### src/hw/cam_pkg.sv
`default_nettype none

package cam_pkg;

    // Table geometry
    localparam int KEY_W   = 8;               // Stored and search key width
    localparam int VAL_W   = 8;               // Associated value width
    localparam int ENTRIES = 16;              // Number of table entries
    localparam int IDX_W   = $clog2(ENTRIES); // Entry index width

    // Key of one entry or of a search
    typedef logic [KEY_W-1:0] key_t;

    // Value stored beside each key
    typedef logic [VAL_W-1:0] val_t;

    typedef logic [IDX_W-1:0] idx_t;       // Entry number

    // One compare result per entry with bit i for entry i
    typedef logic [ENTRIES-1:0] match_vec_t;

endpackage

`default_nettype wire

### src/hw/entry_write_if.sv
`default_nettype none

// One table update from the host to both storage blocks
interface entry_write_if import cam_pkg::*; ();

    logic wr;      // Single-cycle update strobe
    logic inval;   // Drops the entry instead of loading it when wr is high
    idx_t addr;    // Entry being updated
    key_t key;     // New key that an invalidate ignores
    val_t value;   // New value that an invalidate ignores

    // Key storage needs the key but not the value
    modport key_side (
        input wr,
        input inval,
        input addr,
        input key
    );

    // Value storage needs the value but not the key
    modport val_side (
        input wr,
        input inval,
        input addr,
        input value
    );

endinterface

`default_nettype wire

### src/hw/match_if.sv
`default_nettype none

// Registered search result one stage after the lookup edge
interface match_if import cam_pkg::*; ();

    logic valid;   // One pulse per lookup
    logic hit;     // At least one valid entry matched
    logic multi;   // Two or more entries matched
    idx_t index;   // Lowest matching entry or zero on a miss

    // Producer side in the encoder
    modport enc_side (
        output valid,
        output hit,
        output multi,
        output index
    );

    // Consumer side in the value stage
    modport res_side (
        input valid,
        input hit,
        input multi,
        input index
    );

endinterface

`default_nettype wire

### src/hw/cam_array.sv
`default_nettype none

module cam_array import cam_pkg::*; (
    input  wire                clk,
    input  wire                rst_n,
    entry_write_if.key_side    upd,         // Host update port
    input  wire key_t          lookup_key,  // Search key
    output match_vec_t         match_lines  // One line per entry
);

    key_t       key_mem [ENTRIES];  // Stored keys
    logic [ENTRIES-1:0] valid_q;    // Entry holds a live key

    logic load_en;   // Normal write
    logic drop_en;   // Invalidate

    assign load_en = upd.wr && !upd.inval;
    assign drop_en = upd.wr &&  upd.inval;

    // Valid bits set by writes and cleared by invalidates
    always_ff @(posedge clk or negedge rst_n) begin
        if (!rst_n) begin
            valid_q <= '0;
        end else if (load_en) begin
            valid_q[upd.addr] <= 1'b1;   // Entry becomes live
        end else if (drop_en) begin
            valid_q[upd.addr] <= 1'b0;   // Key stays but the entry is dead
        end
    end

    // Key words change only on a real write
    always_ff @(posedge clk) begin
        if (load_en) begin
            key_mem[upd.addr] <= upd.key;
        end
    end

    // Parallel compare of the search key against every entry
    // Table state seen here is the one before the current edge
    // so a write at the same edge as a lookup is not visible yet
    always_comb begin
        for (int i = 0; i < ENTRIES; i++) begin
            match_lines[i] = valid_q[i] && (key_mem[i] == lookup_key); // Gate by valid
        end
    end

endmodule

`default_nettype wire

### src/hw/match_encoder.sv
`default_nettype none

module match_encoder import cam_pkg::*; (
    input  wire             clk,
    input  wire             rst_n,
    input  wire             lookup,       // Search strobe for each lookup
    input  wire match_vec_t match_lines,  // Raw compare results
    match_if.enc_side       res           // Registered result
);

    logic any_hit;    // Any line set
    logic many_hit;   // Two or more lines set
    idx_t low_idx;    // Lowest set line

    // Lowest set bit wins and no set bit gives zero
    function automatic idx_t lowest_set(input match_vec_t lines);
        idx_t idx;
        idx = '0;
        // Walk downward so the last assignment is the lowest index
        for (int i = ENTRIES - 1; i >= 0; i--) begin
            if (lines[i]) begin
                idx = idx_t'(i);
            end
        end
        return idx;
    endfunction

    assign any_hit = |match_lines;

    // Clearing the lowest set bit leaves something only if a second bit was set
    assign many_hit = |(match_lines & (match_lines - match_vec_t'(1)));

    assign low_idx = lowest_set(match_lines);

    // Result register one stage behind the lookup strobe
    always_ff @(posedge clk or negedge rst_n) begin
        if (!rst_n) begin
            res.valid <= 1'b0;
            res.hit   <= 1'b0;
            res.multi <= 1'b0;
            res.index <= '0;
        end else if (lookup) begin
            res.valid <= 1'b1;
            res.hit   <= any_hit;
            res.multi <= many_hit;
            res.index <= low_idx;   // Already zero on a miss
        end else begin
            // Fields go back to zero on an idle cycle
            res.valid <= 1'b0;
            res.hit   <= 1'b0;
            res.multi <= 1'b0;
            res.index <= '0;
        end
    end

endmodule

`default_nettype wire

### src/hw/result_ram.sv
`default_nettype none

module result_ram import cam_pkg::*; (
    input  wire             clk,
    input  wire             rst_n,
    entry_write_if.val_side upd,        // Host update port
    match_if.res_side       res,        // Result from the encoder
    output logic            out_valid,
    output logic            out_hit,
    output logic            out_multi,
    output idx_t            out_index,
    output val_t            out_value
);

    val_t value_mem [ENTRIES];   // Associated values

    // Invalidate leaves the value word alone
    always_ff @(posedge clk) begin
        if (upd.wr && !upd.inval) begin
            value_mem[upd.addr] <= upd.value;
        end
    end

    // Output stage two cycles after the lookup edge
    // Value read sees the array before this edge
    always_ff @(posedge clk or negedge rst_n) begin
        if (!rst_n) begin
            out_valid <= 1'b0;
            out_hit   <= 1'b0;
            out_multi <= 1'b0;
            out_index <= '0;
            out_value <= '0;
        end else if (res.valid) begin
            out_valid <= 1'b1;
            out_hit   <= res.hit;
            out_multi <= res.multi;
            out_index <= res.index;
            out_value <= res.hit ? value_mem[res.index] : '0; // Miss reads as zero
        end else begin
            // Everything holds zero without a result
            out_valid <= 1'b0;
            out_hit   <= 1'b0;
            out_multi <= 1'b0;
            out_index <= '0;
            out_value <= '0;
        end
    end

endmodule

`default_nettype wire

### src/hw/cam_lookup_top.sv
`default_nettype none

module cam_lookup_top import cam_pkg::*; (
    input  wire       clk,
    input  wire       rst_n,

    // Host update
    input  wire       wr,          // Update strobe
    input  wire       inval,       // Update is an invalidate
    input  wire idx_t addr,        // Entry to update
    input  wire key_t key,         // Key to store
    input  wire val_t value,       // Value to store

    // Search
    input  wire       lookup,      // Search strobe
    input  wire key_t lookup_key,  // Key to search for

    // Result two cycles after the search edge
    output logic      out_valid,
    output logic      out_hit,
    output logic      out_multi,
    output idx_t      out_index,
    output val_t      out_value
);

    entry_write_if upd_if ();      // Update bus to both stores
    match_if       match_bus ();   // Encoder to value stage

    match_vec_t match_lines;       // Combinational compare results

    // Update bus comes straight from the pins
    assign upd_if.wr    = wr;
    assign upd_if.inval = inval;
    assign upd_if.addr  = addr;
    assign upd_if.key   = key;
    assign upd_if.value = value;

    // Key store and compare
    cam_array u_cam_array (
        .clk         (clk),
        .rst_n       (rst_n),
        .upd         (upd_if.key_side),
        .lookup_key  (lookup_key),
        .match_lines (match_lines)
    );

    // First pipeline stage
    match_encoder u_match_encoder (
        .clk         (clk),
        .rst_n       (rst_n),
        .lookup      (lookup),
        .match_lines (match_lines),
        .res         (match_bus.enc_side)
    );

    // Value store and second stage
    result_ram u_result_ram (
        .clk       (clk),
        .rst_n     (rst_n),
        .upd       (upd_if.val_side),
        .res       (match_bus.res_side),
        .out_valid (out_valid),
        .out_hit   (out_hit),
        .out_multi (out_multi),
        .out_index (out_index),
        .out_value (out_value)
    );

endmodule

`default_nettype wire

### config.mk
export PLATFORM = sky130hd
export DESIGN_NAME = cam_lookup_top
export DESIGN_NICKNAME = d
export VERILOG_FILES = /design/src/hw/cam_pkg.sv /design/src/hw/entry_write_if.sv /design/src/hw/match_if.sv /design/src/hw/cam_array.sv /design/src/hw/match_encoder.sv /design/src/hw/result_ram.sv /design/src/hw/cam_lookup_top.sv
export SDC_FILE = /design/constraint.sdc
export NUM_CORES = 1
export LEC_CHECK = 0
export BUFFER_PORTS_ARGS = -buffer_cell sky130_fd_sc_hd__buf_4
export CAP_MARGIN = 20
export CORE_ASPECT_RATIO = 1.1
export CORE_MARGIN = 2
export CORE_UTILIZATION = 35
export CTS_CLUSTER_DIAMETER = 200
export DETAILED_ROUTE_END_ITERATION = 10
export PLACE_DENSITY = 0.64
export SYNTH_ARGS = -nofsm -noshare
export SYNTH_HDL_FRONTEND = slang
export SYNTH_SLANG_ARGS = --single-unit
### constraint.sdc
create_clock -name clk -period 2.3 [get_ports clk]
set_input_delay 0.115 -clock clk [delete_from_list [all_inputs] [get_ports clk]]
set_output_delay 0.115 -clock clk [all_outputs]
set_load 0.03 [all_outputs]
# Word level (Yosys, flattened, before mapping)
# Memory sizes are Yosys's and may differ from the RTL's.
# Cells that the tools add are included.
dict set report totals {
  mem_count 2
  word_cells 90
  register_bits 38
  latchBits 0
  mem_bits_rw 256
  rom_bits 0
  output_inout_bits 15
}
dict set report classes {
  shift 0
  n_mul 0
  div 0
  n_lt_le_gt_ge 2
  n_addsub 1
  n_eq_ne 16
  bitwise_logic 4
  n_mux 32
  n_reduce_logical 23
}
# name depth width read_ports rd_clocked_by_memory_dff wr line_no
set mem_list {}
lappend mem_list {u_cam_array.key_mem 16 8 16 0 1 cam_array.sv:11} ;# key_t key_mem [ENTRIES];
lappend mem_list {u_result_ram.value_mem 16 8 1 0 1 result_ram.sv:15} ;# val_t value_mem [ENTRIES];
# op count
set ops {}
lappend ops {{equality test 8 bit} 16}
lappend ops {{2-to-1 mux 4 bit} 18}
lappend ops {{bitwise AND 16 bit} 2}
lappend ops {{2-to-1 mux 16 bit} 2}
lappend ops {{OR reduction 16 bit} 2}
lappend ops {{logical AND 1 bit} 19}
lappend ops {{2-to-1 mux 8 bit} 2}
lappend ops {{NOT 16 bit} 1}
lappend ops {{OR 16 bit} 1}
lappend ops {{subtractor 16 x 1 -> 16 bit, second input constant} 1}
lappend ops {{2-to-1 mux 1 bit} 9}
lappend ops {{< comparator 4 x 5 -> 1 bit, second input constant} 1}
lappend ops {{demux 1 bit (select 4 bit)} 1}
lappend ops {{greater-or-equal comparator 4 x 1 -> 1 bit, second input constant} 1}
lappend ops {{nonzero test 2 bit} 1}
lappend ops {{logical NOT 1 bit} 1}

# Logic depth before layout (Yosys ltp)
# Gate-level depths: netlist of run 1.
dict set report logic_depth {
  ltp_word 19
  ltp_mapped 9
  mapped_depth_nobuf 7
}

# Modules after synthesis
# A second synthesis of run 1 with hierarchy kept.
dict set report unflattened {
  cells_unflattened 746
  area_unflattened_um2 12187.9
}
# module area_each_um2 n_inst cells_per_inst
set by_module_without_submodules {}
lappend by_module_without_submodules {cam_array 6173.4 1 416}
lappend by_module_without_submodules {result_ram 5460.2 1 264}
lappend by_module_without_submodules {match_encoder 554.3 1 66}

# Worst setup path after synthesis of run 1
# OpenSTA, ideal clock, no wires.
dict set report synth_timing {
  path_kind {register -> register}
  startpoint {register u_match_encoder.res.index[0]}
  endpoint {register u_result_ram.out_value[0]}
  slack_ns 0.175
  stages_incl_launch_ff 6
  period_less_slack_ns 2.125
  t_arrival_ns 2.006
  n_path_buf 2
  path_cell_list {dfrtp_1 > clkbuf_1 > buf_2 > mux4_2 > mux4_2 > and2_1}
}
dict set report synth_via {
  elab_chain_len 3
}
# item line_no
set synth_lines {}
lappend synth_lines {{from (decl)} match_if.sv:16} ;# output index
lappend synth_lines {{from (signal assigned)} match_encoder.sv:46} ;# res.index <= low_idx;
lappend synth_lines {{memory (16 x 8 bit)} n/a}
lappend synth_lines {{2-to-1 mux 8 bit} result_ram.sv:38} ;# out_value <= res.hit ? value_mem[res.index] : '0;
lappend synth_lines {{2-to-1 mux 8 bit} result_ram.sv:33} ;# end else if (res.valid) begin
lappend synth_lines {{to (signal assigned)} result_ram.sv:38}
lappend synth_lines {{to (decl)} result_ram.sv:12} ;# output val_t out_value
# No other way between the ends.
# A chain may end at the register's enable or synchronous reset.

==> summary.md, run 1 <==
| Metric | Value |
|---|---|
| Status | `completed` |
| Die H | `199 um` |
| Antenna violations before repair | `0` |
| Crit Path Class | `flip-flop to flip-flop` |
| M1 WL | `11700 um` |
| Layout Nets | `871` |
| Synth-to-Final Area Change | `19.1%` |
| Highest routed layer | `met4` |
| Ratio of cells with drive above 1 in the final layout | `0.236` |
| Utilization after layout | `0.423` |
| Slew Limit Fails | `0` |
| Cells after Synth | `721` |
| CP startpoint | `u_cam_array.key_mem[0][3]` |
| Ports | `48` |
| Reg2reg end | `u_match_encoder.res.index[0]` |
| Reg2Reg Setup Slack | `140 ps` |
| IO Port Bufs | `47` |
| HPWL after detailed placement | `17800 um` |
| Sequential fraction of the synthesis area | `0.711` |
| Setup_tns | `0 ps` |
| Num rows | `71` |
| Total gr overflow | `0` |
| Count of unique library cells instantiated by Yosys | `44` |
| Critical path's top delay family | `simple AND/OR/NAND/NOR gates` |
| Arrival @ worst endpoint | `2560 ps` |
| First-pass iteration count of the detailed router | `5` |
| Ant. Diodes | `0` |
| Flops & latches, synth | `294` |
| Post-route ant nets | `0` |
| Hold Fails Final Rpt | `0` |
| CTS tree | `done` |
| Final Skew | `12.6 ps` |
| Vias per cell | `5.10` |
| Post_cts resized | `0` |
| Vias in the first global route | `6717` |
| 1st-iter DRT viols | `587` |
| Final period utilization | `0.940` |
| Routed via count | `6620` |
| Max IR drop VDD | `0.503 mV` |
| Worst hold start | `addr[3]` |
| Die W | `182 um` |
| GPL Wtd Cong | `0.863` |
| Clock transition at the registers of the reported paths | `70 ps` |
| R2R Path Start | `u_cam_array.key_mem[0][3]` |
| Synth area leaders | `edfxtp_1 63%, xnor2_1 8.1%, dfrtp_1 7.8%, mux4_2 7.4%, nand4_1 1.4%` |
| Initial core utilization | `0.355` |
| Max-Cap Viols | `0` |
| Cell taking the most area after synthesis | `edfxtp_1` |
| Overall fraction of global-route tracks in use | `0.158` |
| Clk root buf | `clkbuf_16` |
| Final WL | `28300 um` |
| Drc violations | `0` |
| First-pass GRT wire length | `41700 um` |
| CP Launch Type | `flip-flop` |
| Hold Crit Depth | `5` |
| Pwr Density | `779 nW/um2` |
| Die ar. | `36200 um2` |
| Slew @ Worst Pin | `612 ps` |
| Yosys warning count | `0` |
| Post-Syn Area per Cell | `16.9 um2` |
| Largest net degree at the start of global routing | `39` |
| Crit path capture type | `flip-flop` |
| DR WL met3 | `1230 um` |
| Final min period | `2160 ps` |
| WHS | `61.4 ps` |
| Critical Path Most Common Cell | `nor4_1` |
| Clock Tree Buf Depth | `3` |
| Crit path largest cell delay | `460 ps` |
| Main synth FF type | `edfxtp_1` |
| CP max FO | `3` |
| Worst EP required | `2700 ps` |
| Post-CTS Setup Bufs | `0` |
| Ys async rst share | `0.129` |
| Crit path cell chain | `xor2_1 > nor4_1 > nand4_1 > buf_4 > nand2_1 > nor4_1 > a32oi_1 > o21ai_1` |
| H-tree levels | `1` |
| Worst skew pair latency | `550 ps` |
| Top-area cell type share of the netlist area | `0.633` |
| Post-synth EDFFs | `256` |
| RSZ-0062 raised after global routing | `false` |
| Core area | `34200 um2` |
| Slew headroom | `0.588` |
| Routed wire per std cell | `21.8 um` |
| HP Class | `input pin to flip-flop` |
| FMAX | `463 MHz` |
| Final setup vio count | `0` |
| Buffers plus inverters on the worst setup path | `1` |
| Cts bufs inserted | `27` |
| Post-synth net total | `754` |
| Filler cell count | `2977` |
| CTS sink count | `294` |
| Critical-path top delay cell | `nor4_1` |
| Leak | `4.86 nW` |
| R2R cell count | `8` |
| Post-CTS Hold Fix Bufs | `23` |
| DR WL met2 | `14600 um` |
| Mapped Area | `12200 um2` |
[layout by cell type (no fill, tap or decap), drive strengths merged, types with 3 or more instances in the layout]
master / n
xnor2: 119
nor4: 6
nand4: 27
nand3: 28
o21ai: 5
buf: 94
clkbuf: 30
dlygate4sd3: 23
a21o: 16
inv: 6
bufinv: 4
a31oi: 4
edfxtp: 256
a32oi: 3
nand2: 43
nor2: 26
or3: 9
and2: 13
mux4: 40
a21oi: 5
clkinv: 12
dfrtp: 38
xor2: 9
nor3: 20
[Yosys cell counts, types with 2 or more instances]
cell type / number
buf_2: 5
buf_4: 8
a32oi_1: 3
and2_1: 13
o31ai_1: 2
o21ai_1: 2
nand4_1: 27
o21ai_0: 3
buf_6: 6
inv_1: 3
dfrtp_1: 38
or3_1: 9
mux4_2: 40
nand2_1: 43
nand3_1: 28
nor3_1: 20
and3b_1: 2
nor4_1: 6
clkbuf_1: 10
xnor2_2: 6
nor2b_1: 2
edfxtp_1: 256
a21oi_1: 5
xor2_1: 9
xnor2_1: 113
a31oi_1: 4
a21o_1: 16
nor2_1: 26
[logic make-up (layout without fill, tap and decap cells)]
kind of cell,after synthesis,in the layout,synth area share
AND/OR/NAND/NOR,184,184,0.0775
adder cells (fa/ha/maj),2,2,0.00175
flip-flops,294,294,0.711
multiplexers,40,40,0.0741
XOR/XNOR,128,128,0.0960
buffers and inverters,33,171,0.0169
AO/OA/AOI/OAI,40,40,0.0228
[layer usage]
| metal | vias to the layer above | GRT usage |
|---|---|---|
| met5 | - | 0 |
| met4 | 0 | 0.0521 |
| met3 | 37 | 0.0199 |
| met2 | 177 | 0.286 |
| met1 | 3423 | 0.196 |
| li1 | 2983 | - |
[final cells by class]
cell class | instances | area, um2 | share of cell area
sequential | 294 | 8640 | 0.597
timing repair buffer | 117 | 1010 | 0.0698
multi-input combinational | 394 | 3340 | 0.231
tap | 438 | 548 | 0.0379
inverter | 4 | 15.0 | 0.00104
clock buffer | 30 | 707 | 0.0488
clock inverter | 20 | 218 | 0.0150
[worst register-to-register path: stages (launching register included)]
cell,delay (ps)
edfxtp_1,380
xor2_1,150
nor4_1,460
nand4_1,200
buf_4,180
nand2_1,80
nor4_1,80
a32oi_1,290
o21ai_1,190
[through the flow]
stage	std cells	setup slack [ps]	instance area (um2)	total power [mW]
floorplan	721	175	12200	6.42
finish	1297	138	14500	11.3
global route	1297	45.7	14500	11.6
CTS	1297	148	14500	11.4
global placement	1224	82.4	13300	6.69
detailed placement	1224	61.2	13300	6.71
[worst max-delay path by stage]
stage | end | slack (ps) | cells past startpoint
after floorplan | u_result_ram.out_value[0] | 180 | 5
after global placement | u_match_encoder.res.index[0] | 80 | 9
after detailed placement | u_match_encoder.res.index[0] | 60 | 9
after global routing | u_match_encoder.res.multi | 50 | 7
after CTS | u_match_encoder.res.multi | 150 | 7
final | u_match_encoder.res.index[0] | 140 | 8
[report_power, final]
group,internal (mW),switching (mW)
Sequential,5.92,0.0676
Combinational,0.270,0.366
Clock,2.68,1.97
Total,8.87,2.41
[state kept, by name, indices dropped and copies added (netlist names), named ones only]
name	cells
u_cam_array.key_mem	128
u_result_ram.value_mem	128
u_result_ram.out_value	8
u_match_encoder.res.index	4
u_result_ram.out_index	4
u_match_encoder.res.hit	1
u_match_encoder.res.multi	1
u_match_encoder.res.valid	1
u_result_ram.out_hit	1
u_result_ram.out_multi	1
u_result_ram.out_valid	1
Power figures use the tool's default switching activity.
==> run 2: changes to the inputs <==
--- a/config.mk
+++ b/config.mk
@@ -5,12 +5,12 @@
 export SDC_FILE = /design/constraint.sdc
 export NUM_CORES = 1
 export LEC_CHECK = 0
+export ABC_AREA = 1
 export BUFFER_PORTS_ARGS = -buffer_cell sky130_fd_sc_hd__buf_4
 export CAP_MARGIN = 20
 export CORE_ASPECT_RATIO = 1.1
 export CORE_MARGIN = 2
 export CORE_UTILIZATION = 35
-export CTS_CLUSTER_DIAMETER = 200
 export DETAILED_ROUTE_END_ITERATION = 10
 export PLACE_DENSITY = 0.64
 export SYNTH_ARGS = -nofsm -noshare
==> run 2 against run 1 <==
Effect of this change: synthesized area up 8.1%; clock power grew 5.6%; die area up 7.9%; hold slack worse by 3.9 ps; fmax decreased by 0.98%; largest power group unchanged.
==> summary.md, run 2 <==
| Metric | Value |
|---|---|
| Footprint of the multi-input gates | `3830 um2 (was 3340 um2)` |
| Most frequent cells in the layout | `256 x edfxtp_1, 202 x nand2_1, 168 x nor2_1 (was 256 x edfxtp_1, 113 x xnor2_1, 88 x buf_4)` |
| Most common cell after layout, fill and taps aside | `edfxtp_1 (unchanged)` |
| H-tree levels | `1 (unchanged)` |
| Clock Tree Buf Depth | `3 (unchanged)` |
| Synth area leaders | `edfxtp_1 59%, dfrtp_1 7.2%, nand2_1 5.8%, nor2_1 4.9%, o21ai_0 3.7% (was edfxtp_1 63%, xnor2_1 8.1%, dfrtp_1 7.8%, mux4_2 7.4%, nand4_1 1.4%)` |
| Registers with the most flip-flops | `u_cam_array.key_mem (128), u_result_ram.value_mem (128), u_result_ram.out_value (8) (unchanged)` |
| Crit path cell chain | `or2_2 > and3_1 > nand4_1 > nand2_1 > buf_4 > nor2_1 > a21oi_1 > nor3_1 > buf_4 (was xor2_1 > nor4_1 > nand4_1 > buf_4 > nand2_1 > nor4_1 > a32oi_1 > o21ai_1)` |
| Critical-path top delay cell | `edfxtp_1 (was nor4_1)` |
| Ratio of cells with drive above 1 in the final layout | `0.143 (was 0.236)` |
| Count of unique library cells instantiated by Yosys | `47 (was 44)` |
| Setup_tns | `0 ps (unchanged)` |
| Hold Fails Final Rpt | `0 (unchanged)` |
| Antenna violations before repair | `2 (was 0)` |
| Filler cell count | `3536 (was 2977)` |
| GPL Wtd Cong | `0.908 (was 0.863)` |
| Routed wire per std cell | `20.2 um (was 21.8 um)` |
| Layout Nets | `1352 (was 871)` |
| FMAX | `458 MHz (was 463 MHz)` |
| Final setup vio count | `0 (unchanged)` |
| CTS tree | `done (unchanged)` |
| CTS sink count | `294 (unchanged)` |
| Post-synth net total | `1238 (was 754)` |
| First-pass GRT wire length | `55300 um (was 41700 um)` |
| Initial core utilization | `0.355 (about the same)` |
| Crit path capture type | `flip-flop (unchanged)` |
| Critical path's top delay family | `simple AND/OR/NAND/NOR gates (unchanged)` |
| IO Port Bufs | `47 (unchanged)` |
| DR WL met2 | `18000 um (was 14600 um)` |
| Overall fraction of global-route tracks in use | `0.186 (was 0.158)` |
| Ant. Diodes | `0 (unchanged)` |
| Highest routed layer | `met4 (unchanged)` |
| Leak | `6.13 nW (was 4.86 nW)` |
| M1 WL | `14700 um (was 11700 um)` |
| Ports | `48 (unchanged)` |
| Die H | `207 um (was 199 um)` |
| Synth-to-Final Area Change | `18.5% (was 19.1%)` |
| Total gr overflow | `0 (unchanged)` |
| Flops & latches, synth | `294 (unchanged)` |
| Crit Path Class | `flip-flop to flip-flop (unchanged)` |
| Critical Path Most Common Cell | `buf_4 (was nor4_1)` |
| Worst skew pair latency | `570 ps (was 550 ps)` |
| Post-synth EDFFs | `256 (unchanged)` |
| Cells after Synth | `1205 (was 721)` |
| Final Skew | `13.2 ps (was 12.6 ps)` |
| Commonest cells post-synth | `256 x edfxtp_1, 202 x nand2_1, 172 x nor2_1 (was 256 x edfxtp_1, 113 x xnor2_1, 43 x nand2_1)` |
| CP Launch Type | `flip-flop (unchanged)` |
| Sequential fraction of the synthesis area | `0.658 (was 0.711)` |
| Die W | `189 um (was 182 um)` |
| Crit path largest cell delay | `400 ps (was 460 ps)` |
| Final min period | `2180 ps (was 2160 ps)` |
| Num rows | `74 (was 71)` |
| Top-area cell type share of the netlist area | `0.585 (was 0.633)` |
| Reg2Reg Setup Slack | `120 ps (was 140 ps)` |
| RSZ-0062 raised after global routing | `false (unchanged)` |
| HP Class | `input pin to flip-flop (unchanged)` |
| Count leader, synth | `edfxtp_1 (unchanged)` |
| Cell taking the most area after synthesis | `edfxtp_1 (unchanged)` |
| Vias in the first global route | `9529 (was 6717)` |
| Tot Pwr | `11.7 mW (was 11.3 mW)` |
| Clk root buf | `clkbuf_16 (unchanged)` |
| Ys async rst share | `0.129 (unchanged)` |
| Drc violations | `0 (unchanged)` |
| Max IR drop VDD | `0.773 mV (was 0.503 mV)` |
| CP max FO | `3 (unchanged)` |
| Mapped Area | `13100 um2 (was 12200 um2)` |
| 1st-iter DRT viols | `817 (was 587)` |
| Pwr Density | `752 nW/um2 (was 779 nW/um2)` |
| Slew headroom | `0.597 (was 0.588)` |
| Inst Count DP | `1752 (was 1224)` |
| DR WL met3 | `2190 um (was 1230 um)` |
| Max-Cap Viols | `0 (unchanged)` |
| Cell Area, Placed | `14300 um2 (was 13300 um2)` |
| HPWL after detailed placement | `23500 um (was 17800 um)` |
| Slew Limit Fails | `0 (unchanged)` |
| Reg area | `8640 um2 (unchanged)` |
| Routed via count | `9534 (was 6620)` |
| Cts bufs inserted | `31 (was 27)` |
| First-pass iteration count of the detailed router | `5 (unchanged)` |
| Vias per cell | `5.19 (was 5.10)` |
| Core area | `37000 um2 (was 34200 um2)` |
| Final WL | `37100 um (was 28300 um)` |
| Design area | `15600 um2 (was 14500 um2)` |
| Main synth FF type | `edfxtp_1 (unchanged)` |
| Clock transition at the registers of the reported paths | `60 ps (was 70 ps)` |
| Post-route ant nets | `0 (unchanged)` |
| Post-Syn Area per Cell | `10.9 um2 (was 16.9 um2)` |
| Final period utilization | `0.949 (was 0.940)` |
| Non-Filler Instances | `1836 (was 1297)` |
| Slew @ Worst Pin | `605 ps (was 612 ps)` |
| Buffers plus inverters on the worst setup path | `2 (was 1)` |
| Worst EP required | `2820 ps (was 2700 ps)` |
| Status | `completed (unchanged)` |
| Die ar. | `39100 um2 (was 36200 um2)` |
| Yosys warning count | `0 (unchanged)` |
| Largest net degree at the start of global routing | `65 (was 39)` |
| Arrival @ worst endpoint | `2700 ps (was 2560 ps)` |
==> run 2: cell count changes in the layout (fill, tap and decap cells not counted), moves of 21 or more <==
cell and delta:
nand3_1 +21, nand2_1 +159, o21ai_0 +94, xnor2_1 -92, nor2_1 +154, mux4_2 -40, inv_1 +95, o221ai_1 +22
==> run 2: area by class of cell <==
class	instances	share of cell area
clock inverters	10	0.00917
multi-input cells	751	0.246
flip-flops and latches	294	0.555
clock buffers	46	0.0541
well taps	494	0.0397
repair buffers	127	0.0682
inverters	114	0.0275
==> run 2: stage by stage <==
step | util | worst slack, ps | hold slack [ps]
2_1_floorplan | - | 407 | -181
3_3_place_gp | 0.386 | -96.2 | 135
3_5_place_dp | 0.386 | -70.0 | 152
4_1_cts | 0.420 | 84.7 | 41.4
5_1_grt | 0.420 | 43.5 | 99.3
6_report | 0.420 | 117 | 57.5
==> run 2: kinds of logic (layout without fill, tap and decap cells) <==
group / count (synthesis) / count (layout) / synth area share
AND/OR/NAND/NOR: 525 / 525 / 0.178
flip-flops: 294 / 294 / 0.658
AO/OA/AOI/OAI: 185 / 185 / 0.0848
buffers and inverters: 160 / 297 / 0.0520
XOR/XNOR: 41 / 41 / 0.0273
==> run 2: repair_timing <==
action | 4_1_cts | 5_1_grt
setup endpoints to repair | 0 | 1
setup buffers | 0 | 0
hold buffers | 28 | 0
endpoints found under the hold margin | 314 | 0
gates resized for setup | 0 | 1
==> run 2: power by group <==
part	leakage, nW	switching (mW)	internal [mW]
logic	2.85	0.498	0.271
registers	2.81	0.0919	5.92
clock network	0.469	2.05	2.86
total	6.13	2.64	9.06
==> run 2: path summary, 6_finish.rpt <==
path                                       startpoint                      endpoint  depth (start not counted)
setup / recovery           u_cam_array.key_mem[11][2]  u_match_encoder.res.index[2]                          9
hold / removal                                     wr                     flip-flop                          5
setup reg to reg           u_cam_array.key_mem[11][2]  u_match_encoder.res.index[2]                          9
hold reg to reg                             flip-flop                     flip-flop                          2
max in group asynchronous                       rst_n  u_match_encoder.res.index[0]                          2
min in group asynchronous                       rst_n     u_result_ram.out_value[7]                          2
==> run 2: per-layer routing <==
metal	track usage	up-vias
met5	0	-
met4	0.101	0
met3	0.0302	107
met2	0.318	345
met1	0.225	4661
li1	-	4421
==> run 2: worst register-to-register path: stages, from the launching register on <==
cell and delay, ps:
edfxtp_1 400, or2_2 330, and3_1 180, nand4_1 180, nand2_1 110, buf_4 150, nor2_1 160, a21oi_1 90
nor3_1 330, buf_4 190
